<file path="src/hw/spi_probe_pkg.sv">
package spi_probe_pkg;

   // one SPI transfer, mode 0, msb first
   localparam int FRAME_BITS = 32;

   // command opcodes, carried in the top byte of a frame
   localparam logic [7:0] OP_NOP       = 8'h00;
   localparam logic [7:0] OP_INIT      = 8'h01;
   localparam logic [7:0] OP_WR_INV    = 8'h02;
   localparam logic [7:0] OP_RD_INV    = 8'h03;
   localparam logic [7:0] OP_WR_LEDS   = 8'h04;
   localparam logic [7:0] OP_RD_LEDS   = 8'h05;
   localparam logic [7:0] OP_WR_VEC    = 8'h06;
   localparam logic [7:0] OP_RD_VEC    = 8'h07;
   localparam logic [7:0] OP_RD_SAMPLE = 8'h08;

   // host vector
   localparam int VEC_LEN      = 4;
   localparam int VEC_BITS     = 24;
   localparam int VEC_IDX_BITS = $clog2(VEC_LEN);
   localparam int VEC_CNT_BITS = $clog2(VEC_LEN + 1);

   // capture buffer, 64 words of 16 samples
   localparam int SAMPLE_BITS = 16;
   localparam int SAMPLE_AW   = 6;

   // a received frame read as a command or as two halves
   typedef union packed {
      struct packed {
         logic [7:0]  opcode;
         logic [23:0] payload;
      } cmd;
      struct packed {
         logic [15:0] hi;
         logic [15:0] lo;
      } half;
   } frame_u;

endpackage

</file>
<file path="src/hw/spi_slave.sv">
`timescale 1ns/1ps

module spi_slave (
   input  logic                                 clk,
   input  logic                                 rst_n,
   input  logic                                 sck,
   input  logic                                 ss_n,
   input  logic                                 mosi,
   input  logic                                 tx_load,
   input  logic [spi_probe_pkg::FRAME_BITS-1:0] tx_word,
   output logic                                 miso,
   output logic                                 rx_valid,
   output logic [spi_probe_pkg::FRAME_BITS-1:0] rx_word
);
   import spi_probe_pkg::*;

   // pin synchronisers
   logic sck_meta;
   logic sck_sync;
   logic sck_d;
   logic ss_meta;
   logic ss_sync;
   logic ss_d;
   logic mosi_meta;
   logic mosi_sync;

   logic sck_rise;
   logic sck_fall;
   logic ss_rise;
   logic ss_fall;

   logic [$clog2(FRAME_BITS):0] bit_cnt;
   logic [FRAME_BITS-1:0]       rx_shift;
   logic [FRAME_BITS-1:0]       tx_hold;
   logic [FRAME_BITS-1:0]       tx_shift;

   // ss_n idles high, so its stages come out of reset high
   always_ff @(posedge clk) begin
      if (!rst_n) begin
         sck_meta  <= 1'b0;
         sck_sync  <= 1'b0;
         sck_d     <= 1'b0;
         ss_meta   <= 1'b1;
         ss_sync   <= 1'b1;
         ss_d      <= 1'b1;
         mosi_meta <= 1'b0;
         mosi_sync <= 1'b0;
      end else begin
         sck_meta  <= sck;
         sck_sync  <= sck_meta;
         sck_d     <= sck_sync;
         ss_meta   <= ss_n;
         ss_sync   <= ss_meta;
         ss_d      <= ss_sync;
         mosi_meta <= mosi;
         mosi_sync <= mosi_meta;
      end
   end

   assign sck_rise = sck_sync & ~sck_d;
   assign sck_fall = ~sck_sync & sck_d;
   assign ss_rise  = ss_sync & ~ss_d;
   assign ss_fall  = ~ss_sync & ss_d;

   // edge count saturates so long frames never alias to 32
   always_ff @(posedge clk) begin
      if (!rst_n) begin
         bit_cnt  <= '0;
         rx_valid <= 1'b0;
      end else begin
         if (ss_fall) begin
            bit_cnt <= '0;
         end else if (!ss_sync && sck_rise && bit_cnt != '1) begin
            bit_cnt <= bit_cnt + 1'b1;
         end
         rx_valid <= ss_rise && (bit_cnt == FRAME_BITS);
      end
   end

   always_ff @(posedge clk) begin
      if (!ss_sync && sck_rise) begin
         rx_shift <= {rx_shift[FRAME_BITS-2:0], mosi_sync};
      end
      if (ss_rise) begin
         rx_word <= rx_shift;
      end
   end

   // tx_hold keeps the last reply so a frame without a new load repeats it
   always_ff @(posedge clk) begin
      if (!rst_n) begin
         tx_hold  <= '0;
         tx_shift <= '0;
      end else begin
         if (tx_load) begin
            tx_hold <= tx_word;
         end
         if (ss_sync) begin
            // idle: msb is on miso before the host drops ss_n
            tx_shift <= tx_hold;
         end else if (sck_fall) begin
            tx_shift <= {tx_shift[FRAME_BITS-2:0], 1'b0};
         end
      end
   end

   assign miso = tx_shift[FRAME_BITS-1];

endmodule

</file>
<file path="src/hw/cmd_decoder.sv">
`timescale 1ns/1ps

module cmd_decoder (
   input  logic                                  clk,
   input  logic                                  rst_n,
   input  logic                                  rx_valid,
   input  logic [spi_probe_pkg::FRAME_BITS-1:0]  rx_word,
   input  logic                                  capture_done,
   input  logic [spi_probe_pkg::SAMPLE_BITS-1:0] rd_data,
   output logic                                  tx_load,
   output logic [spi_probe_pkg::FRAME_BITS-1:0]  tx_word,
   output logic [15:0]                           leds,
   output logic                                  arm,
   output logic [spi_probe_pkg::SAMPLE_AW-1:0]   rd_addr
);
   import spi_probe_pkg::*;

   frame_u frame;

   logic [15:0]             inv_reg;
   logic [VEC_BITS-1:0]     vec [VEC_LEN];
   logic [VEC_IDX_BITS-1:0] vec_idx;
   logic [VEC_CNT_BITS-1:0] vec_cnt;
   logic                    vec_rd;
   logic                    vec_data;
   logic [SAMPLE_AW-1:0]    rd_ptr;

   logic [FRAME_BITS-1:0]   status;
   logic [FRAME_BITS-1:0]   reply_data;
   logic                    reply_ram;
   logic                    reply_pending;

   assign frame    = rx_word;
   assign status   = {15'b0, capture_done, 16'b0};
   // frames still owed to a vector transfer bypass the opcode decode
   assign vec_data = (vec_cnt != '0);
   assign rd_addr  = rd_ptr;

   // stage 1 decode, stage 2 loads the reply
   always_ff @(posedge clk) begin
      if (!rst_n) begin
         leds          <= '0;
         rd_ptr        <= '0;
         vec_idx       <= '0;
         vec_cnt       <= '0;
         vec_rd        <= 1'b0;
         arm           <= 1'b0;
         reply_ram     <= 1'b0;
         reply_pending <= 1'b0;
         tx_load       <= 1'b0;
      end else begin
         arm           <= 1'b0;
         reply_pending <= rx_valid;
         tx_load       <= reply_pending;
         if (rx_valid) begin
            reply_ram <= 1'b0;
            if (vec_data) begin
               vec_cnt <= vec_cnt - 1'b1;
               vec_idx <= vec_idx + 1'b1;
            end else begin
               case (frame.cmd.opcode)
                  OP_INIT: begin
                     leds    <= '0;
                     rd_ptr  <= '0;
                     vec_idx <= '0;
                     arm     <= 1'b1;
                  end
                  OP_WR_LEDS: begin
                     leds <= frame.half.lo;
                  end
                  OP_WR_VEC: begin
                     vec_rd  <= 1'b0;
                     vec_cnt <= VEC_CNT_BITS'(VEC_LEN);
                     vec_idx <= '0;
                  end
                  OP_RD_VEC: begin
                     // entry 0 goes out as this command's reply
                     vec_rd  <= 1'b1;
                     vec_cnt <= VEC_CNT_BITS'(VEC_LEN);
                     vec_idx <= VEC_IDX_BITS'(1);
                  end
                  OP_RD_SAMPLE: begin
                     rd_ptr    <= rd_ptr + 1'b1;
                     reply_ram <= 1'b1;
                  end
                  default: begin
                  end
               endcase
            end
         end
      end
   end

   always_ff @(posedge clk) begin
      if (rx_valid) begin
         reply_data <= status;
         if (vec_data) begin
            if (!vec_rd) begin
               vec[vec_idx] <= frame.cmd.payload;
            end else if (vec_cnt != 1) begin
               reply_data <= {8'b0, vec[vec_idx]};
            end
         end else begin
            case (frame.cmd.opcode)
               OP_NOP: begin
                  reply_data <= status;
               end
               OP_INIT: begin
                  inv_reg <= '0;
                  for (int i = 0; i < VEC_LEN; i++) begin
                     vec[i] <= '0;
                  end
                  reply_data <= '0;
               end
               OP_WR_INV: begin
                  inv_reg <= ~frame.half.lo;
               end
               OP_RD_INV: begin
                  reply_data <= {16'b0, inv_reg};
               end
               OP_RD_LEDS: begin
                  reply_data <= {16'b0, leds};
               end
               OP_RD_VEC: begin
                  reply_data <= {8'b0, vec[0]};
               end
               default: begin
               end
            endcase
         end
      end
      // ram word arrives one cycle after the address was presented
      if (reply_pending) begin
         tx_word <= reply_ram ? {16'b0, rd_data} : reply_data;
      end
   end

endmodule

</file>
<file path="src/hw/sample_capture.sv">
`timescale 1ns/1ps

module sample_capture (
   input  logic                                  clk,
   input  logic                                  rst_n,
   input  logic                                  arm,
   input  logic                                  probe,
   output logic                                  wr_en,
   output logic [spi_probe_pkg::SAMPLE_AW-1:0]   wr_addr,
   output logic [spi_probe_pkg::SAMPLE_BITS-1:0] wr_data,
   output logic                                  capture_done
);
   import spi_probe_pkg::*;

   logic [SAMPLE_BITS-1:0]         shift_reg;
   logic [SAMPLE_BITS-1:0]         next_word;
   logic [$clog2(SAMPLE_BITS)-1:0] bit_cnt;
   logic [$clog2(SAMPLE_BITS)-1:0] cur_bit;
   logic [SAMPLE_AW-1:0]           word_cnt;
   logic [SAMPLE_AW-1:0]           cur_word;
   logic                           running;
   logic                           sampling;

   // newest sample enters at the msb
   assign next_word = {probe, shift_reg[SAMPLE_BITS-1:1]};
   // arm restarts the burst, the arm cycle itself is sample 0
   assign cur_bit   = arm ? '0 : bit_cnt;
   assign cur_word  = arm ? '0 : word_cnt;
   assign sampling  = arm | running;

   always_ff @(posedge clk) begin
      if (!rst_n) begin
         running      <= 1'b0;
         bit_cnt      <= '0;
         word_cnt     <= '0;
         wr_en        <= 1'b0;
         wr_addr      <= '0;
         capture_done <= 1'b0;
      end else begin
         wr_en <= 1'b0;
         if (sampling) begin
            {word_cnt, bit_cnt} <= {cur_word, cur_bit} + 1'b1;
            running <= !(&cur_bit && &cur_word);
            if (&cur_bit) begin
               wr_en   <= 1'b1;
               wr_addr <= cur_word;
            end
         end
         // done rises the cycle after the last word is written
         if (arm) begin
            capture_done <= 1'b0;
         end else if (wr_en && &wr_addr) begin
            capture_done <= 1'b1;
         end
      end
   end

   always_ff @(posedge clk) begin
      if (sampling) begin
         shift_reg <= next_word;
         if (&cur_bit) begin
            wr_data <= next_word;
         end
      end
   end

endmodule

</file>
<file path="src/hw/sample_ram.sv">
`timescale 1ns/1ps

module sample_ram (
   input  logic                                  clk,
   input  logic                                  wr_en,
   input  logic [spi_probe_pkg::SAMPLE_AW-1:0]   wr_addr,
   input  logic [spi_probe_pkg::SAMPLE_BITS-1:0] wr_data,
   input  logic [spi_probe_pkg::SAMPLE_AW-1:0]   rd_addr,
   output logic [spi_probe_pkg::SAMPLE_BITS-1:0] rd_data
);
   import spi_probe_pkg::*;

   logic [SAMPLE_BITS-1:0] mem [2**SAMPLE_AW];

   always_ff @(posedge clk) begin
      if (wr_en) begin
         mem[wr_addr] <= wr_data;
      end
   end

   // registered read, old data on a same-address collision
   always_ff @(posedge clk) begin
      rd_data <= mem[rd_addr];
   end

endmodule

</file>
<file path="src/hw/spi_probe_top.sv">
`timescale 1ns/1ps

module spi_probe_top (
   input  logic clk,
   input  logic rst_n,
   input  logic sck,
   input  logic ss_n,
   input  logic mosi,
   input  logic probe,
   output logic miso,
   output logic led_r,
   output logic led_g,
   output logic led_b
);
   import spi_probe_pkg::*;

   logic                   rx_valid;
   logic [FRAME_BITS-1:0]  rx_word;
   logic                   tx_load;
   logic [FRAME_BITS-1:0]  tx_word;
   logic [15:0]            leds;
   logic                   arm;
   logic                   capture_done;
   logic [SAMPLE_AW-1:0]   rd_addr;
   logic [SAMPLE_BITS-1:0] rd_data;
   logic                   wr_en;
   logic [SAMPLE_AW-1:0]   wr_addr;
   logic [SAMPLE_BITS-1:0] wr_data;

   spi_slave u_slave (
      .clk      (clk),
      .rst_n    (rst_n),
      .sck      (sck),
      .ss_n     (ss_n),
      .mosi     (mosi),
      .tx_load  (tx_load),
      .tx_word  (tx_word),
      .miso     (miso),
      .rx_valid (rx_valid),
      .rx_word  (rx_word)
   );

   cmd_decoder u_dec (
      .clk          (clk),
      .rst_n        (rst_n),
      .rx_valid     (rx_valid),
      .rx_word      (rx_word),
      .capture_done (capture_done),
      .rd_data      (rd_data),
      .tx_load      (tx_load),
      .tx_word      (tx_word),
      .leds         (leds),
      .arm          (arm),
      .rd_addr      (rd_addr)
   );

   sample_capture u_capture (
      .clk          (clk),
      .rst_n        (rst_n),
      .arm          (arm),
      .probe        (probe),
      .wr_en        (wr_en),
      .wr_addr      (wr_addr),
      .wr_data      (wr_data),
      .capture_done (capture_done)
   );

   sample_ram u_ram (
      .clk     (clk),
      .wr_en   (wr_en),
      .wr_addr (wr_addr),
      .wr_data (wr_data),
      .rd_addr (rd_addr),
      .rd_data (rd_data)
   );

   // rgb led is wired active low
   assign led_r = ~leds[0];
   assign led_g = ~leds[1];
   assign led_b = ~leds[2];

endmodule

</file>
<file path="config.mk">
export PLATFORM = sky130hd
export DESIGN_NAME = spi_probe_top
export DESIGN_NICKNAME = d
export VERILOG_FILES = /design/src/hw/spi_probe_pkg.sv /design/src/hw/spi_slave.sv /design/src/hw/cmd_decoder.sv /design/src/hw/sample_capture.sv /design/src/hw/sample_ram.sv /design/src/hw/spi_probe_top.sv
export SDC_FILE = /design/constraint.sdc
export NUM_CORES = 1
export LEC_CHECK = 0
export ABC_CLOCK_PERIOD_IN_PS = 11200
export BUFFER_PORTS_ARGS = -buffer_cell sky130_fd_sc_hd__clkbuf_2
export CAP_MARGIN = 15
export CORE_ASPECT_RATIO = 2
export CORE_MARGIN = 2
export CORE_UTILIZATION = 50
export DETAILED_ROUTE_END_ITERATION = 12
export GPL_TIMING_DRIVEN = 1
export PLACE_DENSITY = 0.65
export REMOVE_ABC_BUFFERS = 1
export SYNTH_ARGS = -nofsm -noshare
export SYNTH_HDL_FRONTEND = slang
export SYNTH_SLANG_ARGS = --single-unit
export TNS_END_PERCENT = 5
</file>
<file path="constraint.sdc">
create_clock -name clk -period 11.2 [get_ports clk]
set_clock_uncertainty 0.15 [all_clocks]
set_input_delay 1.12 -clock clk [delete_from_list [all_inputs] [get_ports clk]]
set_output_delay 1.12 -clock clk [all_outputs]
set_load 0.02 [all_outputs]
</file>
# Word-level counts from Yosys, hierarchy flattened
# Memory sizes are Yosys's and may differ from the RTL's. A register that Yosys moved wholly into a read port is not among the register bits.
# Index checks and enable logic that the tools add are counted.
dict set report totals {
  register_bits 306
  mem_bits_rw 1120
  input_bits 6
  out_inout_bits 4
  word_cells 134
  n_memories 2
}
# memory depth width read_ports rd_ports_with_merged_regs wr line_no
set mem_list {}
lappend mem_list {u_ram.mem 64 16 1 1 1 sample_ram.sv:13} ;# logic [SAMPLE_BITS-1:0] mem [2**SAMPLE_AW];
lappend mem_list {u_dec.vec 4 24 2 1 4 cmd_decoder.sv:21} ;# logic [VEC_BITS-1:0] vec [VEC_LEN];
dict set report classes {
  n_addsub 5
  eq_ne 11
  n_mux 35
  bitwise_logic 15
  n_reduce_logical 31
}
# operator count
set ops {}
lappend ops {{two-way mux 32 bit} 4}
lappend ops {{one-hot mux 24 bit (4 select lines)} 1}
lappend ops {{one-hot mux 16 bit (2 select lines)} 2}
lappend ops {{two-way mux 24 bit} 2}
lappend ops {{equality test 8 x 3 -> 1 bit, second input constant} 4}
lappend ops {{OR reduction 24 bit} 1}
lappend ops {{equality test 8 x 2 -> 1 bit, second input constant} 2}
lappend ops {{two-way mux 16 bit} 1}
lappend ops {{NOT 16 bit} 1}
lappend ops {{two-way mux 1 bit} 14}
lappend ops {{adder 6 x 1 -> 6 bit, second input constant} 2}
lappend ops {{one-hot mux 6 bit (2 select lines)} 1}
lappend ops {{AND reduction 3 bit} 4}
lappend ops {{AND reduction 6 bit} 2}
lappend ops {{nonzero test 2 bit} 6}
lappend ops {{adder 10 x 1 -> 10 bit, second input constant} 1}
lappend ops {{NOT 1 bit} 9}
lappend ops {{equality test 8 x 1 -> 1 bit, second input constant} 1}
lappend ops {{equality test 8 x 4 -> 1 bit, second input constant} 1}
lappend ops {{two-way mux 2 bit} 4}
lappend ops {{OR reduction 2 bit} 4}
lappend ops {{equality test 6 bit, second input constant} 1}
lappend ops {{two-way mux 3 bit} 2}
lappend ops {{two-way mux 6 bit} 1}
lappend ops {{15 further kinds} 26}

# Logic depth before layout (Yosys ltp)
dict set report logic_depth {
  word_depth 7
  ltp_mapped 9
  ltp_nobuf 6
}

# Hierarchy
# Synthesis repeated with hierarchy kept, for this count alone.
dict set report hier_totals {
  cells_unflattened 2999
  hier_area_um2 55436.9
}
# module n_inst cells_each area_per_inst_um2
set by_module_without_submodules {}
lappend by_module_without_submodules {sample_ram 1 1829 40042.2}
lappend by_module_without_submodules {cmd_decoder 1 656 8242.9}
lappend by_module_without_submodules {spi_slave 1 376 5266.3}
lappend by_module_without_submodules {sample_capture 1 135 1874.3}
lappend by_module_without_submodules {spi_probe_top 1 3 11.3}

# Worst setup path before layout
# No wires, ideal clock.
dict set report synth_timing {
  kind {reg2reg}
  startpoint {register u_slave.ss_sync}
  endpoint {register u_slave.bit_cnt[4]}
  setup_ps 128
  arrival_time_ps 3611
  required_time_ps 10922
  setup_slack_ps 7311
  stages_incl_launch_ff 7
  path_buffers 1
  period_less_slack_ps 3889
  path_cell_list {dfxtp_1 -> clkbuf_1 -> nor3b_1 -> o21a_1 -> nand4_1 -> xor2_1 -> nor2_1}
}
dict set report synth_between {
  elab_chain_cells 3
}
# element line_no
set synth_rtl {}
lappend synth_rtl {{start, declared} spi_slave.sv:22} ;# logic ss_sync;
lappend synth_rtl {{start signal, assigned} spi_slave.sv:53} ;# ss_sync <= ss_meta;
lappend synth_rtl {{NOT 1 bit or zero test 1 bit (tied branches)} {spi_slave.sv:63, spi_slave.sv:73}}
lappend synth_rtl {{AND 1 bit or logical AND 1 bit (tied branches)} {spi_slave.sv:63, spi_slave.sv:73}}
lappend synth_rtl {{OR reduction 2 bit (no source line) or logical AND 1 bit (tied branches)} -}
lappend synth_rtl {{end signal, assigned} spi_slave.sv:74} ;# bit_cnt <= bit_cnt + 1'b1;
lappend synth_rtl {{end, declared} spi_slave.sv:32} ;# logic [$clog2(FRAME_BITS):0] bit_cnt;
# Parallel ways exist; a longest one is shown, timed or not.
# A chain may end at the register's enable or synchronous reset.

==> results.md <==
* Status: finished clean
* Grt ovf at 0
* Row Count at 170
* Starting Density at 50.51%
* Clk buf depth at 3
* Post-CTS setup buffer count at 0
* Vias in the first global route at 29320
* Core Area at 0.1074 mm^2
* Sw power at 1.841 mW
* CTS H-Tree Depth at 3
* Fin area at 0.05999 mm^2
* Slew headroom at 22.62%
* Biggest regs: u_ram.mem (1024), u_dec.vec (96)
* Wirelength, routed at 131600 um
* Fin cells at 4624
* Final Cycle Share at 39.11%
* Final hold vios at 0
* Commonest non-fill, non-tap cells in the layout: 1207 x edfxtp_1, 242 x mux2i_1, 206 x dfxtp_1, 200 x nor2_1, 198 x nand2_1
* Sequential area share after synthesis at 74.63%
* Cell Pwr Density at 163.6 mW/mm^2
* Async set-or-reset flop fraction in the synthesized netlist at 0%
* Max Clk Rate at 228.3 MHz
* Worst Max-Slew Pin Slew at 1.161 ns
* Switching Share at 18.77%
* Initial antenna violation count at 1
* Max reg flops at 1024
* # IOs at 10
* Mapped Cells at 3096
* Clock Power Share at 42.1%
* CP Launch Type: flop
* Met3 routed WL at 5896 um
* Placed Cells at 4409
* Sequential Power Share at 57.6%
* Die X at 236.9 um
* DRC at 0
* Largest net degree at the start of global routing at 126
* Util after Layout at 55.85%
* Vias per cell at 6.099
* Die H at 469.8 um
* Predominant post-synthesis flop cell: edfxtp_1
* PortBufs at 9
* Met2 WL at 73260 um
* Clock transition at path regs at 0.07 ns
* Crit-path most repeated cell: buf_4
* Final setup vio count at 0
* Top sig layer: met4
* Final max-slew violation count at 0
* Post-route antenna net violation count at 0
* CP Class: reg -> reg
* DR vias at 28200
* RSZ-0062 raised after global routing: false
* Critical Path AT at 4.77 ns
* Max-cap check violation count at 0
* Hold buffers post-CTS at 0
* Met1 WL at 45160 um
* CP max stage cell: a2111oi_0
* Clock Latency Late Sink at 0.72 ns
* Pint at 7.971 mW
* Syn_area_per_cell at 17.52 um^2
* Post-Place Setup Slack at 6.696 ns
* Placed instance area at 0.05607 mm^2
* TritonRoute pass-1 iters at 7
* Clock period minus final worst setup slack at 4.380 ns
* DRT iter0 DRCs at 2209
* Worst Hold Class: reg -> reg
* Overall Global Routing Usage at 23.89%
* Worst path bufs/invs at 2
* Peak VDD IR at 0.0001581 V
* Setup WS post-layout at 6.820 ns
* Layout cells sized above 1 at 18.24%
* Setup TNS at 0 ns
* CTS Buf Count at 111
* Syn Std Cell Area at 0.05425 mm^2
* Cell-by-cell trace of the critical path: buf_4 -> buf_4 -> mux4_2 -> mux2i_1 -> nor2_1 -> a2111oi_0 -> a211oi_1
* Final hold slack at 0.2626 ns
* Die Area at 0.1113 mm^2
* First-pass GRT wire length at 193300 um
* Most common cell after layout, fill and taps aside: edfxtp_1
* Yosys Warn Count at 0
* LEAKAGE at 18.06 nW
* WL per Instance at 28.46 um
* Final nets at 3159
* Critical path's top delay family: buffers and inverters
* Crit Path Max Fanout at 43
* Layout area overhead at 10.58%
* Reg-to-reg slack, setup at 6.82 ns
* CP Capture Type: flop
* Worst endpoint required time at 11.59 ns
* Yosys reg bits at 1419
* Post-synth EDFFs at 1207
* Distinct cell type count after synthesis at 63
* Comb pwr share at 0.3%
* Top reg by flops: u_ram.mem
* CTS tree: done
* Cts repair resizes at 0
* Max incr delay on CP at 0.89 ns
* RePlAce Congestion at 0.8216
* Total power at 9.812 mW
* Clock root cell: clkbuf_16
* CTS Sinks at 1419
* DP HPWL at 83860 um
## routing by layer
metal	GRT usage, %	up-vias
met2	45.19	919
met4	12.71	0
met3	2.840	266
li1	-	12280
met1	25.79	14740
met5	0	-
## power by group through the flow
stage                     clock [mW]  sequential (mW)  combinational (mW)
after floorplan                    0             5.77              0.0119
after global placement             0             5.77              0.0244
after detailed placement           0             5.77              0.0250
after CTS                       4.21             5.65              0.0250
after global routing            4.39             5.65              0.0268
final                           4.14             5.65              0.0246
## final cells by class
type                    count  area (um^2)
flip-flops and latches   1419        40500
multi-input cells        1475        12850
clock buffers             150         3213
diodes                      3        7.507
repair buffers            130        988.4
well taps                1376         1722
clock inverters            59        659.4
fillers                  8036        47420
inverters                  12        45.04
## synthesized netlist by cell type, drive strengths merged, types with 2 or more instances
master   count  area share [%]
a2111oi     28            0.45
a221oi      26            0.42
mux4       192             8.0
nand3b       6           0.083
nor2       225             1.6
nand4b       4           0.065
clkbuf      98            0.68
nor3         6           0.065
mux2        32            0.66
o211ai       4           0.055
nand4        8           0.092
xnor2        8            0.13
and3         4           0.046
edfxtp    1207              67
buf         92             1.1
o21ai       51            0.47
and2        12            0.14
a21oi      144             1.3
xor2         9            0.15
or3          4           0.046
or4b         2           0.044
nand2b      13            0.15
a211oi      23            0.32
nor2b       46            0.53
a22oi       39            0.63
or3b         5           0.081
o22ai       35            0.40
dfxtp      212             7.8
nand3       14            0.13
nand2      198             1.4
nor4         3           0.090
nor3b        4           0.074
a22o        43            0.69
o221ai      29            0.47
ha           4           0.092
inv         12           0.083
mux2i      242             4.5
nor4b        2           0.044
and4         2           0.032
## worst paths after layout
path | start | endpoint | cells past startpoint
setup reg to reg | u_dec.rd_addr[0] | u_ram.rd_data[0] | 7
setup / recovery | u_dec.rd_addr[0] | u_ram.rd_data[0] | 7
hold reg to reg | u_slave.mosi_sync | u_slave.rx_shift[0] | 0
hold / removal | u_slave.mosi_sync | u_slave.rx_shift[0] | 0
## kinds of logic after synthesis
family,count (synthesis),synth area share (%)
AND/OR/NAND/NOR,561,4.742
multiplexers,466,13.10
XOR/XNOR,17,0.2745
buffers and inverters,202,1.836
adder cells (fa/ha/maj),4,0.09226
AO/OA/AOI/OAI,427,5.323
flip-flops,1419,74.63
No activity file was read; power rests on OpenSTA's default activity.
